File: src/rtl/dmgCorePkg.sv
package dmgCorePkg;

  // ------------------------------------------------------------
  // Register indices, in opcode order
  // ------------------------------------------------------------
  typedef logic [2:0] regIdx_t;

  localparam regIdx_t idxB   = 3'd0;
  localparam regIdx_t idxC   = 3'd1;
  localparam regIdx_t idxD   = 3'd2;
  localparam regIdx_t idxE   = 3'd3;
  localparam regIdx_t idxH   = 3'd4;
  localparam regIdx_t idxL   = 3'd5;
  localparam regIdx_t idxMem = 3'd6;  // (HL) operand, not stored
  localparam regIdx_t idxA   = 3'd7;

  // ------------------------------------------------------------
  // ALU operations
  // ------------------------------------------------------------
  typedef enum logic [3:0]
  {
    aluLd,
    aluInc,
    aluDec,
    aluAdd,
    aluAdc,
    aluSub,
    aluCp,
    aluAnd,
    aluXor,
    aluOr
  } aluOp_t;

  // Flag byte layout, low nibble always zero
  localparam int flagZ = 7;
  localparam int flagN = 6;
  localparam int flagH = 5;
  localparam int flagC = 4;

  localparam logic [7:0] cResetFlags = 8'hB0;

  // ------------------------------------------------------------
  // Decoded instruction record
  // ------------------------------------------------------------
  typedef struct packed
  {
    logic [7:0] opcode;
    aluOp_t     aluOp;
    regIdx_t    src;
    regIdx_t    dst;
    logic       writeDst;    // Clear for CP
    logic       writeFlags;  // Clear for LD
  } decodedOp_t;

endpackage

File: src/rtl/dmgStageIf.sv
`timescale 1ns/100ps

// Decode to execute link
interface dmgStageIf;

  logic                   valid;
  logic                   ready;
  dmgCorePkg::decodedOp_t op;

  modport source
  (
    output valid,
    output op,
    input  ready
  );

  modport sink
  (
    input  valid,
    input  op,
    output ready
  );

endinterface

File: src/rtl/dmgAlu.sv
`timescale 1ns/100ps

module dmgAlu
(
  input  dmgCorePkg::aluOp_t op,
  input  logic [7:0]         accIn,
  input  logic [7:0]         srcIn,
  input  logic [7:0]         dstIn,
  input  logic [7:0]         flagsIn,
  output logic [7:0]         result,
  output logic [7:0]         flagsOut
);

  logic       carryIn;
  logic [4:0] addLow;
  logic [8:0] addFull;
  logic [4:0] subLow;
  logic [8:0] subFull;
  logic       z;
  logic       n;
  logic       h;
  logic       c;

  // ------------------------------------------------------------
  // Adder and subtractor, shared by ADD/ADC and SUB/CP
  // ------------------------------------------------------------
  assign carryIn = (op == dmgCorePkg::aluAdc) ? flagsIn[dmgCorePkg::flagC] : 1'b0;
  assign addLow  = accIn[3:0] + srcIn[3:0] + carryIn;
  assign addFull = accIn + srcIn + carryIn;
  assign subLow  = accIn[3:0] - srcIn[3:0];  // Bit 4 is the half borrow
  assign subFull = accIn - srcIn;

  always_comb
  begin
    result = srcIn;
    z      = flagsIn[dmgCorePkg::flagZ];
    n      = flagsIn[dmgCorePkg::flagN];
    h      = flagsIn[dmgCorePkg::flagH];
    c      = flagsIn[dmgCorePkg::flagC];
    case (op)
      dmgCorePkg::aluInc:
      begin
        result = dstIn + 8'd1;
        n      = 1'b0;
        h      = (result[3:0] == 4'h0);
      end
      dmgCorePkg::aluDec:
      begin
        result = dstIn - 8'd1;
        n      = 1'b1;
        h      = (result[3:0] == 4'hF);
      end
      dmgCorePkg::aluAdd, dmgCorePkg::aluAdc:
      begin
        result = addFull[7:0];
        n      = 1'b0;
        h      = addLow[4];
        c      = addFull[8];
      end
      dmgCorePkg::aluSub, dmgCorePkg::aluCp:
      begin
        result = subFull[7:0];  // CP discards it later
        n      = 1'b1;
        h      = subLow[4];
        c      = subFull[8];
      end
      dmgCorePkg::aluAnd:
      begin
        result = accIn & srcIn;
        n      = 1'b0;
        h      = 1'b1;
        c      = 1'b0;
      end
      dmgCorePkg::aluXor, dmgCorePkg::aluOr:
      begin
        result = (op == dmgCorePkg::aluXor) ? (accIn ^ srcIn) : (accIn | srcIn);
        n      = 1'b0;
        h      = 1'b0;
        c      = 1'b0;
      end
      default:
        result = srcIn;  // LD keeps every flag
    endcase
    if (op != dmgCorePkg::aluLd)
      z = (result == 8'h00);

    flagsOut                    = 8'h00;
    flagsOut[dmgCorePkg::flagZ] = z;
    flagsOut[dmgCorePkg::flagN] = n;
    flagsOut[dmgCorePkg::flagH] = h;
    flagsOut[dmgCorePkg::flagC] = c;
  end

endmodule

File: src/rtl/dmgCoreTop.sv
`timescale 1ns/100ps

module dmgCoreTop
#(
  parameter logic [7:0] pResetFlags = dmgCorePkg::cResetFlags
)
(
  input  logic       iClock,
  input  logic       arstN,
  input  logic       opValid,
  output logic       opReady,
  input  logic [7:0] opCode,
  output logic       retValid,
  input  logic       retReady,
  output logic [7:0] retOpcode,
  output logic [7:0] retResult,
  output logic [7:0] retFlags
);

  dmgCorePkg::regIdx_t rdIdxA;
  dmgCorePkg::regIdx_t rdIdxB;
  dmgCorePkg::regIdx_t wrIdx;
  logic                wrEn;
  logic [7:0]          wrData;
  logic                flagsWe;
  logic [7:0]          newFlags;
  logic [7:0]          rdDataA;
  logic [7:0]          rdDataB;
  logic [7:0]          regA;
  logic [7:0]          flags;

  dmgStageIf stageLink ();

  dmgDecodeStage decode
  (
    .iClock (iClock),
    .arstN  (arstN),
    .opValid(opValid),
    .opReady(opReady),
    .opCode (opCode),
    .decOut (stageLink.source)
  );

  dmgExecuteStage execute
  (
    .iClock   (iClock),
    .arstN    (arstN),
    .decIn    (stageLink.sink),
    .rdIdxA   (rdIdxA),
    .rdIdxB   (rdIdxB),
    .wrEn     (wrEn),
    .wrIdx    (wrIdx),
    .wrData   (wrData),
    .flagsWe  (flagsWe),
    .newFlags (newFlags),
    .rdDataA  (rdDataA),
    .rdDataB  (rdDataB),
    .regA     (regA),
    .flags    (flags),
    .retValid (retValid),
    .retReady (retReady),
    .retOpcode(retOpcode),
    .retResult(retResult),
    .retFlags (retFlags)
  );

  dmgRegisterFile #(.pResetFlags(pResetFlags)) regFile
  (
    .iClock (iClock),
    .arstN  (arstN),
    .rdIdxA (rdIdxA),
    .rdIdxB (rdIdxB),
    .wrEn   (wrEn),
    .wrIdx  (wrIdx),
    .wrData (wrData),
    .flagsWe(flagsWe),
    .flagsIn(newFlags),
    .rdDataA(rdDataA),
    .rdDataB(rdDataB),
    .regA   (regA),
    .flags  (flags)
  );

endmodule

File: src/rtl/dmgDecodeStage.sv
`timescale 1ns/100ps

module dmgDecodeStage
(
  input  logic       iClock,
  input  logic       arstN,
  input  logic       opValid,
  output logic       opReady,
  input  logic [7:0] opCode,
  dmgStageIf.source  decOut
);

  dmgCorePkg::decodedOp_t decoded;
  dmgCorePkg::decodedOp_t heldOp;
  logic                   heldValid;
  logic                   keepOp;

  // ------------------------------------------------------------
  // Opcode sorting
  // ------------------------------------------------------------
  always_comb
  begin
    decoded.opcode = opCode;
    decoded.aluOp  = dmgCorePkg::aluLd;
    decoded.src    = opCode[2:0];
    decoded.dst    = opCode[5:3];
    keepOp         = 1'b0;
    case (opCode[7:6])
      2'b01:  // LD r,r'
      begin
        keepOp = (opCode[5:3] != dmgCorePkg::idxMem) &&
                 (opCode[2:0] != dmgCorePkg::idxMem);
      end
      2'b10:
      begin
        decoded.dst = dmgCorePkg::idxA;
        keepOp      = (opCode[2:0] != dmgCorePkg::idxMem) && (opCode[5:3] != 3'b011);
        case (opCode[5:3])
          3'b000:  decoded.aluOp = dmgCorePkg::aluAdd;
          3'b001:  decoded.aluOp = dmgCorePkg::aluAdc;
          3'b010:  decoded.aluOp = dmgCorePkg::aluSub;
          3'b100:  decoded.aluOp = dmgCorePkg::aluAnd;
          3'b101:  decoded.aluOp = dmgCorePkg::aluXor;
          3'b110:  decoded.aluOp = dmgCorePkg::aluOr;
          3'b111:  decoded.aluOp = dmgCorePkg::aluCp;
          default: decoded.aluOp = dmgCorePkg::aluLd;  // SBC, dropped
        endcase
      end
      2'b00:
      begin
        if (opCode[2:1] == 2'b10)
        begin
          decoded.aluOp = opCode[0] ? dmgCorePkg::aluDec : dmgCorePkg::aluInc;
          decoded.src   = opCode[5:3];
          keepOp        = (opCode[5:3] != dmgCorePkg::idxMem);
        end
      end
      default:
        keepOp = 1'b0;
    endcase
    decoded.writeDst   = (decoded.aluOp != dmgCorePkg::aluCp);
    decoded.writeFlags = (decoded.aluOp != dmgCorePkg::aluLd);
  end

  assign opReady = !heldValid || decOut.ready;

  always_ff @(posedge iClock or negedge arstN)
  begin
    if (!arstN)
      heldValid <= 1'b0;
    else if (opReady)
      heldValid <= opValid && keepOp;  // Unsupported bytes vanish here
  end

  always_ff @(posedge iClock)
  begin
    if (opValid && opReady && keepOp)
      heldOp <= decoded;
  end

  assign decOut.valid = heldValid;
  assign decOut.op    = heldOp;

  // Record held until execute takes it
  holdStable: assert property (
    @(posedge iClock) disable iff (!arstN)
    decOut.valid && !decOut.ready |=> decOut.valid && $stable(decOut.op)
  );

endmodule

File: src/rtl/dmgExecuteStage.sv
`timescale 1ns/100ps

module dmgExecuteStage
(
  input  logic                iClock,
  input  logic                arstN,
  dmgStageIf.sink             decIn,
  output dmgCorePkg::regIdx_t rdIdxA,
  output dmgCorePkg::regIdx_t rdIdxB,
  output logic                wrEn,
  output dmgCorePkg::regIdx_t wrIdx,
  output logic [7:0]          wrData,
  output logic                flagsWe,
  output logic [7:0]          newFlags,
  input  logic [7:0]          rdDataA,
  input  logic [7:0]          rdDataB,
  input  logic [7:0]          regA,
  input  logic [7:0]          flags,
  output logic                retValid,
  input  logic                retReady,
  output logic [7:0]          retOpcode,
  output logic [7:0]          retResult,
  output logic [7:0]          retFlags
);

  logic       accept;
  logic [7:0] aluResult;
  logic [7:0] aluFlags;

  // Source on port A, destination on port B
  assign rdIdxA = decIn.op.src;
  assign rdIdxB = decIn.op.dst;

  dmgAlu alu
  (
    .op      (decIn.op.aluOp),
    .accIn   (regA),
    .srcIn   (rdDataA),
    .dstIn   (rdDataB),
    .flagsIn (flags),
    .result  (aluResult),
    .flagsOut(aluFlags)
  );

  // ------------------------------------------------------------
  // Commit and retire at the same edge
  // ------------------------------------------------------------
  assign decIn.ready = !retValid || retReady;
  assign accept      = decIn.valid && decIn.ready;

  assign wrEn     = accept && decIn.op.writeDst;
  assign wrIdx    = decIn.op.dst;
  assign wrData   = aluResult;
  assign flagsWe  = accept && decIn.op.writeFlags;
  assign newFlags = aluFlags;

  always_ff @(posedge iClock or negedge arstN)
  begin
    if (!arstN)
      retValid <= 1'b0;
    else if (decIn.ready)
      retValid <= decIn.valid;
  end

  always_ff @(posedge iClock)
  begin
    if (accept)
    begin
      retOpcode <= decIn.op.opcode;
      retResult <= aluResult;
      retFlags  <= aluFlags;  // Equals the old flags for LD
    end
  end

  retireStable: assert property (
    @(posedge iClock) disable iff (!arstN)
    retValid && !retReady |=> retValid && $stable({retOpcode, retResult, retFlags})
  );

endmodule

File: src/rtl/dmgRegisterFile.sv
`timescale 1ns/100ps

module dmgRegisterFile
#(
  parameter logic [7:0] pResetFlags = dmgCorePkg::cResetFlags
)
(
  input  logic                iClock,
  input  logic                arstN,
  input  dmgCorePkg::regIdx_t rdIdxA,
  input  dmgCorePkg::regIdx_t rdIdxB,
  input  logic                wrEn,
  input  dmgCorePkg::regIdx_t wrIdx,
  input  logic [7:0]          wrData,
  input  logic                flagsWe,
  input  logic [7:0]          flagsIn,
  output logic [7:0]          rdDataA,
  output logic [7:0]          rdDataB,
  output logic [7:0]          regA,
  output logic [7:0]          flags
);

  logic [7:0] regs [8];  // Slot 6 is never written
  logic [7:0] flagReg;

  always_ff @(posedge iClock or negedge arstN)
  begin
    if (!arstN)
    begin
      for (int i = 0; i < 8; i++)
        regs[i] <= 8'h00;
    end
    else if (wrEn && (wrIdx != dmgCorePkg::idxMem))
    begin
      regs[wrIdx] <= wrData;
    end
  end

  always_ff @(posedge iClock or negedge arstN)
  begin
    if (!arstN)
      flagReg <= pResetFlags;
    else if (flagsWe)
      flagReg <= {flagsIn[7:4], 4'b0000};  // Low nibble stays zero
  end

  assign rdDataA = regs[rdIdxA];
  assign rdDataB = regs[rdIdxB];
  assign regA    = regs[dmgCorePkg::idxA];
  assign flags   = flagReg;

  // Decode never lets an (HL) form through
  noMemWrite: assert property (
    @(posedge iClock) disable iff (!arstN)
    wrEn |-> wrIdx != dmgCorePkg::idxMem
  );

endmodule

File: config.mk
export PLATFORM = sky130hd
export DESIGN_NAME = dmgCoreTop
export DESIGN_NICKNAME = d
export VERILOG_FILES = /design/src/rtl/dmgCorePkg.sv /design/src/rtl/dmgStageIf.sv /design/src/rtl/dmgAlu.sv /design/src/rtl/dmgCoreTop.sv /design/src/rtl/dmgDecodeStage.sv /design/src/rtl/dmgExecuteStage.sv /design/src/rtl/dmgRegisterFile.sv
export SDC_FILE = /design/constraint.sdc
export NUM_CORES = 1
export LEC_CHECK = 0
export BUFFER_PORTS_ARGS = -buffer_cell sky130_fd_sc_hd__buf_4
export CORE_ASPECT_RATIO = 0.5
export CORE_MARGIN = 3
export CORE_UTILIZATION = 40
export DETAILED_ROUTE_END_ITERATION = 12
export GPL_ROUTABILITY_DRIVEN = 0
export SKIP_CTS_REPAIR_TIMING = 1
export SYNTH_ARGS = -nofsm -noshare
export SYNTH_HDL_FRONTEND = slang
export SYNTH_HIERARCHICAL = 1
export SYNTH_SLANG_ARGS = --single-unit
File: constraint.sdc
create_clock -name iClock -period 10.95 [get_ports iClock]
set_input_delay 2.19 -clock iClock [delete_from_list [all_inputs] [get_ports iClock]]
set_output_delay 2.19 -clock iClock [all_outputs]
set_load 0.05 [all_outputs]
==> results of run 1 <==
==> worst max-delay path, delay by kind of cell <==
family,cells,cell delay [ps]
buf+inv,2,320
simple gates,2,320
==> where the power goes <==
part | leakage (nW) | internal [mW] | switching [mW] | total [mW]
sequential | 1.37 | 0.490 | 0.0308 | 0.521
combinational | 1.96 | 0.114 | 0.157 | 0.271
clock | 0.293 | 0.342 | 0.218 | 0.560
==> placed cells by master (no fill, tap or decap), types with 13 or more instances in the layout <==
cell type	n
buf_4	46
inv_1	32
mux4_1	29
nor2_1	13
ha_1	31
dfrtp_1	67
nand2_1	30
o21ai_0	13
edfxtp_1	44
clkbuf_16	17
mux2_2	76
a21oi_1	15
==> sequential cells by signal, indices dropped and copies added (netlist names) <==
name                 count
regFile/regs            56
decode/decOut.valid      1
decode/decOut.op        20
execute/retOpcode        8
execute/retFlags         8
regFile/flags            4
execute/retValid         1
regFile/regA             8
execute/retResult        8
==> stage by stage <==
stage / area (sq um) / total power, mW
3_5_place_dp: 7610 / 0.798
4_1_cts: 8210 / 1.36
2_1_floorplan: 7420 / 0.734
3_3_place_gp: 7610 / 0.792
5_1_grt: 8210 / 1.41
6_report: 8210 / 1.35
==> metal layers <==
metal / part of all wire / track usage
met5: 0 / 0
met4: 0.013 / 0.0507
met3: 0.041 / 0.0389
met2: 0.45 / 0.270
met1: 0.50 / 0.254
==> path summary, 6_finish.rpt <==
path / startpoint / endpoint / slack [ps] / cells past startpoint
setup reg to reg: decode/decOut.op[5] / regFile/flags[7] / 6320 / 12
max in group asynchronous: arstN / regFile/regA[6] / 8430 / 1
hold / removal: regFile/regs[10] / regFile/regs[10] / 390 / 0
min in group asynchronous: arstN / regFile/regA[4] / 1900 / 1
setup / recovery: retReady / opReady / 5940 / 4
hold reg to reg: regFile/regs[10] / regFile/regs[10] / 390 / 0
==> final cells by class <==
type	count	area, sq um	area share
inverters	32	120	0.0146
repair buffers	46	345	0.0421
clock buffers	17	425	0.0518
multi-input cells	385	3770	0.460
flip-flops and latches	114	3080	0.375
clock inverters	15	174	0.0212
well taps	234	293	0.0357
==> flow_metrics.tcl, run 1 <==
set metrics [dict create \
    path_cells "buf_4 > nand2b_4 > nand2b_1 > buf_4" \
    endpoint_kind "output port" \
    detail-route-antenna-nets 0 \
    startpoint_type "input pin" \
    start_util 0.418 \
    viasPerCell 5.70 \
    setup_violations 0 \
    dp.cells 811 \
    io_pins 38 \
    final_cells 843 \
    yosys_warnings 6 \
    syn_to_final_growth_pct 10.8 \
    grt_pass1_wl_mm 27.3 \
    cp_slowest_stage_delay_ps 210 \
    num_vias 4802 \
    slew_viol_final 0 \
    rsz0062_at_grt "false" \
    fmax_ghz 0.199 \
    crit_type "input pin to output port" \
    clockBufferDepth 2 \
    grt_pass1_vias 4711 \
    die_area_sq_mm 0.0203 \
    fin_nets 642 \
    finalCriticalPeriod_ps 5010 \
    hold_viol 0 \
    root_buffer "clkbuf_16" \
    ir_worst_vdd_mv 0.118 \
    worst_pin_slew_ps 1040 \
    drc 0 \
    die_w_um 198 \
    die_h_um 102 \
    fin_util 0.463 \
    maxCapViolCount 0 \
    synth_cells 598 \
    diodes 0 \
    grt_max_degree 71 \
    place_ws_ps 5940 \
    cp_max_fo 5 \
    drtIter0Drc 320 \
    drive_above_1_share 0.296 \
    slew_headroom 0.300 \
    fillers 1555 \
    portBuffers 37 \
    fin_setup_tns_ps 0 \
    p_leak_nw 3.62 \
    numCtsBuffers 17 \
    required_ps 8760 \
    power_density_mw_per_mm2 165 \
    outcome "finished, final reports clean" \
    clock-sinks 114 \
    hpwl_mm 12.1 \
    fin_crit_sh 0.458 \
    track_usage 0.176 \
    cp_slowest_cell "buf_4" \
    htree_levels 4 \
    cpMostUsedCell "buf_4" \
    clk_latency_ps 410 \
    coreArea_sq_mm 0.0177 \
    row_count 34 \
    wl_mm 17.0 \
    wl_per_cell_um 20.2 \
    synth_area_sq_mm 0.00741 \
    crit_arrival_ps 2820 \
    finClkSkew_ps 14.6 \
    worst_slack_ps 5940 \
    avgSynthCellArea_sq_um 12.4 \
    drtPass1Iterations 5 \
    tritoncts "yes" \
    overflow 0 \
    hold_class "flip-flop to flip-flop" \
    antenna_found_initial 0 \
    clkSlewWorstSetupHoldPaths_ps 50 \
    whs_ps 388 \
]
Note: power is estimated with default switching activity, not from simulation.
==> inputs of run 2 (changes only) <==
==> constraint.sdc (replaced) <==
create_clock -name iClock -period 4.26 [get_ports iClock]
set_input_delay 0.852 -clock iClock [delete_from_list [all_inputs] [get_ports iClock]]
set_output_delay 0.852 -clock iClock [all_outputs]
set_load 0.05 [all_outputs]
==> run 2 against run 1 <==
  * Clock skew increased by 3.7 ps
  * Global-route usage rose by 0.64 points
  * Combinational power increased to 2.7 times the previous value
  * Sequential share of layout area fell by 0.44 points
  * Critical path depth rose by 9
  * Power rose to 2.6 times the previous value
  * Worst hold slack improved by 7.1 ps
  * Sequential power increased to 2.6 times the previous value
  * Clock-buffer cell count is 1 higher
  * Clock power rose to 2.5 times the previous value
  * Routed wire length grew 5.2%
==> flow_metrics.tcl, run 2 (same netlist as run 1, synthesis figures left out) <==
set metrics [dict create \
    track_usage 0.183 \
    fillers 1556 \
    fin_nets 657 \
    viasPerCell 5.67 \
    die_w_um 198 \
    slew_headroom 0.392 \
    mostFrequentLayoutCells "76 x mux2_2, 67 x dfrtp_1, 61 x buf_4, 44 x edfxtp_1, 32 x inv_1" \
    drive_above_1_share 0.311 \
    setup_violations 0 \
    maxCapViolCount 0 \
    multi_input_area_sq_mm 0.00377 \
    met3RoutedLength_um 952 \
    start_util 0.418 \
    path_cells "buf_4 > mux4_1 > mux2_2 > inv_1 > ha_1 > a21oi_1 > o21ai_0 > a221o_1 > a211o_1 > nor2_1 > o2111ai_1 > o21ai_1 > mux2_2" \
    drtPass1Iterations 7 \
    coreArea_sq_mm 0.0177 \
    drtIter0Drc 357 \
    antenna_found_initial 0 \
    drc 0 \
    htree_levels 4 \
    tritoncts "yes" \
    clkSlewWorstSetupHoldPaths_ps 60 \
    io_pins 38 \
    cp_slowest_cell "mux4_1" \
    fin_setup_tns_ps 0 \
    wl_per_cell_um 20.9 \
    cp_slowest_stage_delay_ps 590 \
    top_layer_used "met4" \
    die_h_um 102 \
    finClkSkew_ps 18.3 \
    wl_met2_mm 8.01 \
    sw_frac_of_total 0.297 \
    ff_latch_area_sq_mm 0.00308 \
    die_area_sq_mm 0.0203 \
    fmax_ghz 0.249 \
    sequentialPowerShare 0.386 \
    numCtsBuffers 17 \
    hold_viol 0 \
    fin_util 0.468 \
    portBuffers 37 \
    clk_latency_ps 420 \
    required_ps 4610 \
    top_register "regFile/regs" \
    rsz0062_at_grt "false" \
    finalCriticalPeriod_ps 4010 \
    combinationalPowerShare 0.210 \
    num_vias 4867 \
    cpMostUsedCell "mux2_2" \
    p_leak_nw 3.68 \
    diodes 0 \
    row_count 34 \
    clockPowerShare 0.403 \
    clock-sinks 114 \
    grt_pass1_wl_mm 27.8 \
    final_common_cell "mux2_2" \
    wl_mm 17.9 \
    crit_type "flip-flop to flip-flop" \
    clockBufferDepth 2 \
    largest_reg_flops 56 \
    startpoint_type "flip-flop" \
    p_sw_mw 1.03 \
    hpwl_mm 12.8 \
    hold_class "flip-flop to flip-flop" \
    crit_arrival_ps 4370 \
    wl_met1_mm 8.72 \
    endpoint_kind "flip-flop" \
    cp_max_fo 14 \
    worst_pin_slew_ps 911 \
    ir_worst_vdd_mv 0.268 \
    power_density_mw_per_mm2 417 \
    root_buffer "clkbuf_16" \
    overflow 0 \
    grt_pass1_vias 4760 \
    syn_to_final_growth_pct 12.1 \
    p_int_mw 2.43 \
    detail-route-antenna-nets 0 \
    slew_viol_final 0 \
    grt_max_degree 71 \
    fin_crit_sh 0.942 \
    outcome "finished, final reports clean" \
]
[run 2: changes by cell type in the layout (fill, tap and decap cells not counted)]
cell	before	now
clkinv_2	1	2
clkbuf_1	0	1
clkinv_4	5	4
inv_8	2	0
clkinvlp_4	1	2
buf_4	46	61
[run 2: stage by stage]
stage,hold WS [ps],power (mW),cell area [sq um],setup slack (ps),instances
final,395,3.46,8310,248,858
after global routing,407,3.62,8310,86.4,858
after CTS,396,3.49,8310,363,858
after detailed placement,383,2.08,7720,385,826
after global placement,377,2.06,7720,444,826
after floorplan,400,1.89,7420,486,601
[run 2: metal layers]
| metal | vias up | GRT usage |
|---|---|---|
| li1 | 2259 | - |
| met1 | 2454 | 0.257 |
| met2 | 135 | 0.275 |
| met3 | 19 | 0.0550 |
| met4 | 0 | 0.0534 |
| met5 | - | 0 |
[run 2: cell type report]
cell class / count / area share
Multi-Input combinational cell: 385 / 0.454
Timing Repair Buffer: 61 / 0.0551
Clock buffer: 18 / 0.0517
Inverter: 32 / 0.0145
Sequential cell: 114 / 0.370
Tap cell: 234 / 0.0353
Clock inverter: 14 / 0.0187
[run 2: power by group through the flow]
stage / clock network [mW] / registers [mW] / logic [mW]
finish: 1.40 / 1.34 / 0.728
global route: 1.49 / 1.35 / 0.786
CTS: 1.43 / 1.34 / 0.723
detailed placement: 0 / 1.36 / 0.720
global placement: 0 / 1.35 / 0.710
floorplan: 0 / 1.39 / 0.501
[run 2: final timing paths]
| check | start | to | slack (ps) | cells past startpoint |
|---|---|---|---|---|
| max | decode/decOut.op[5] | regFile/flags[7] | 250 | 13 |
| min | regFile/regs[10] | regFile/regs[10] | 390 | 0 |
| max reg2reg | decode/decOut.op[5] | regFile/flags[7] | 250 | 13 |
| min reg2reg | regFile/regs[10] | regFile/regs[10] | 390 | 0 |
| max in group asynchronous | arstN | regFile/regs[32] | 3090 | 1 |
| min in group asynchronous | arstN | regFile/regA[4] | 570 | 1 |
[run 2: worst max-delay path: cells and delay by family, from the launching register on]
family / cells / cell delay (ps)
fa+ha+maj: 1 / 330
flops: 1 / 320
compound gates: 6 / 1720
mux: 3 / 1060
simple gates: 1 / 160
buf+inv: 2 / 350
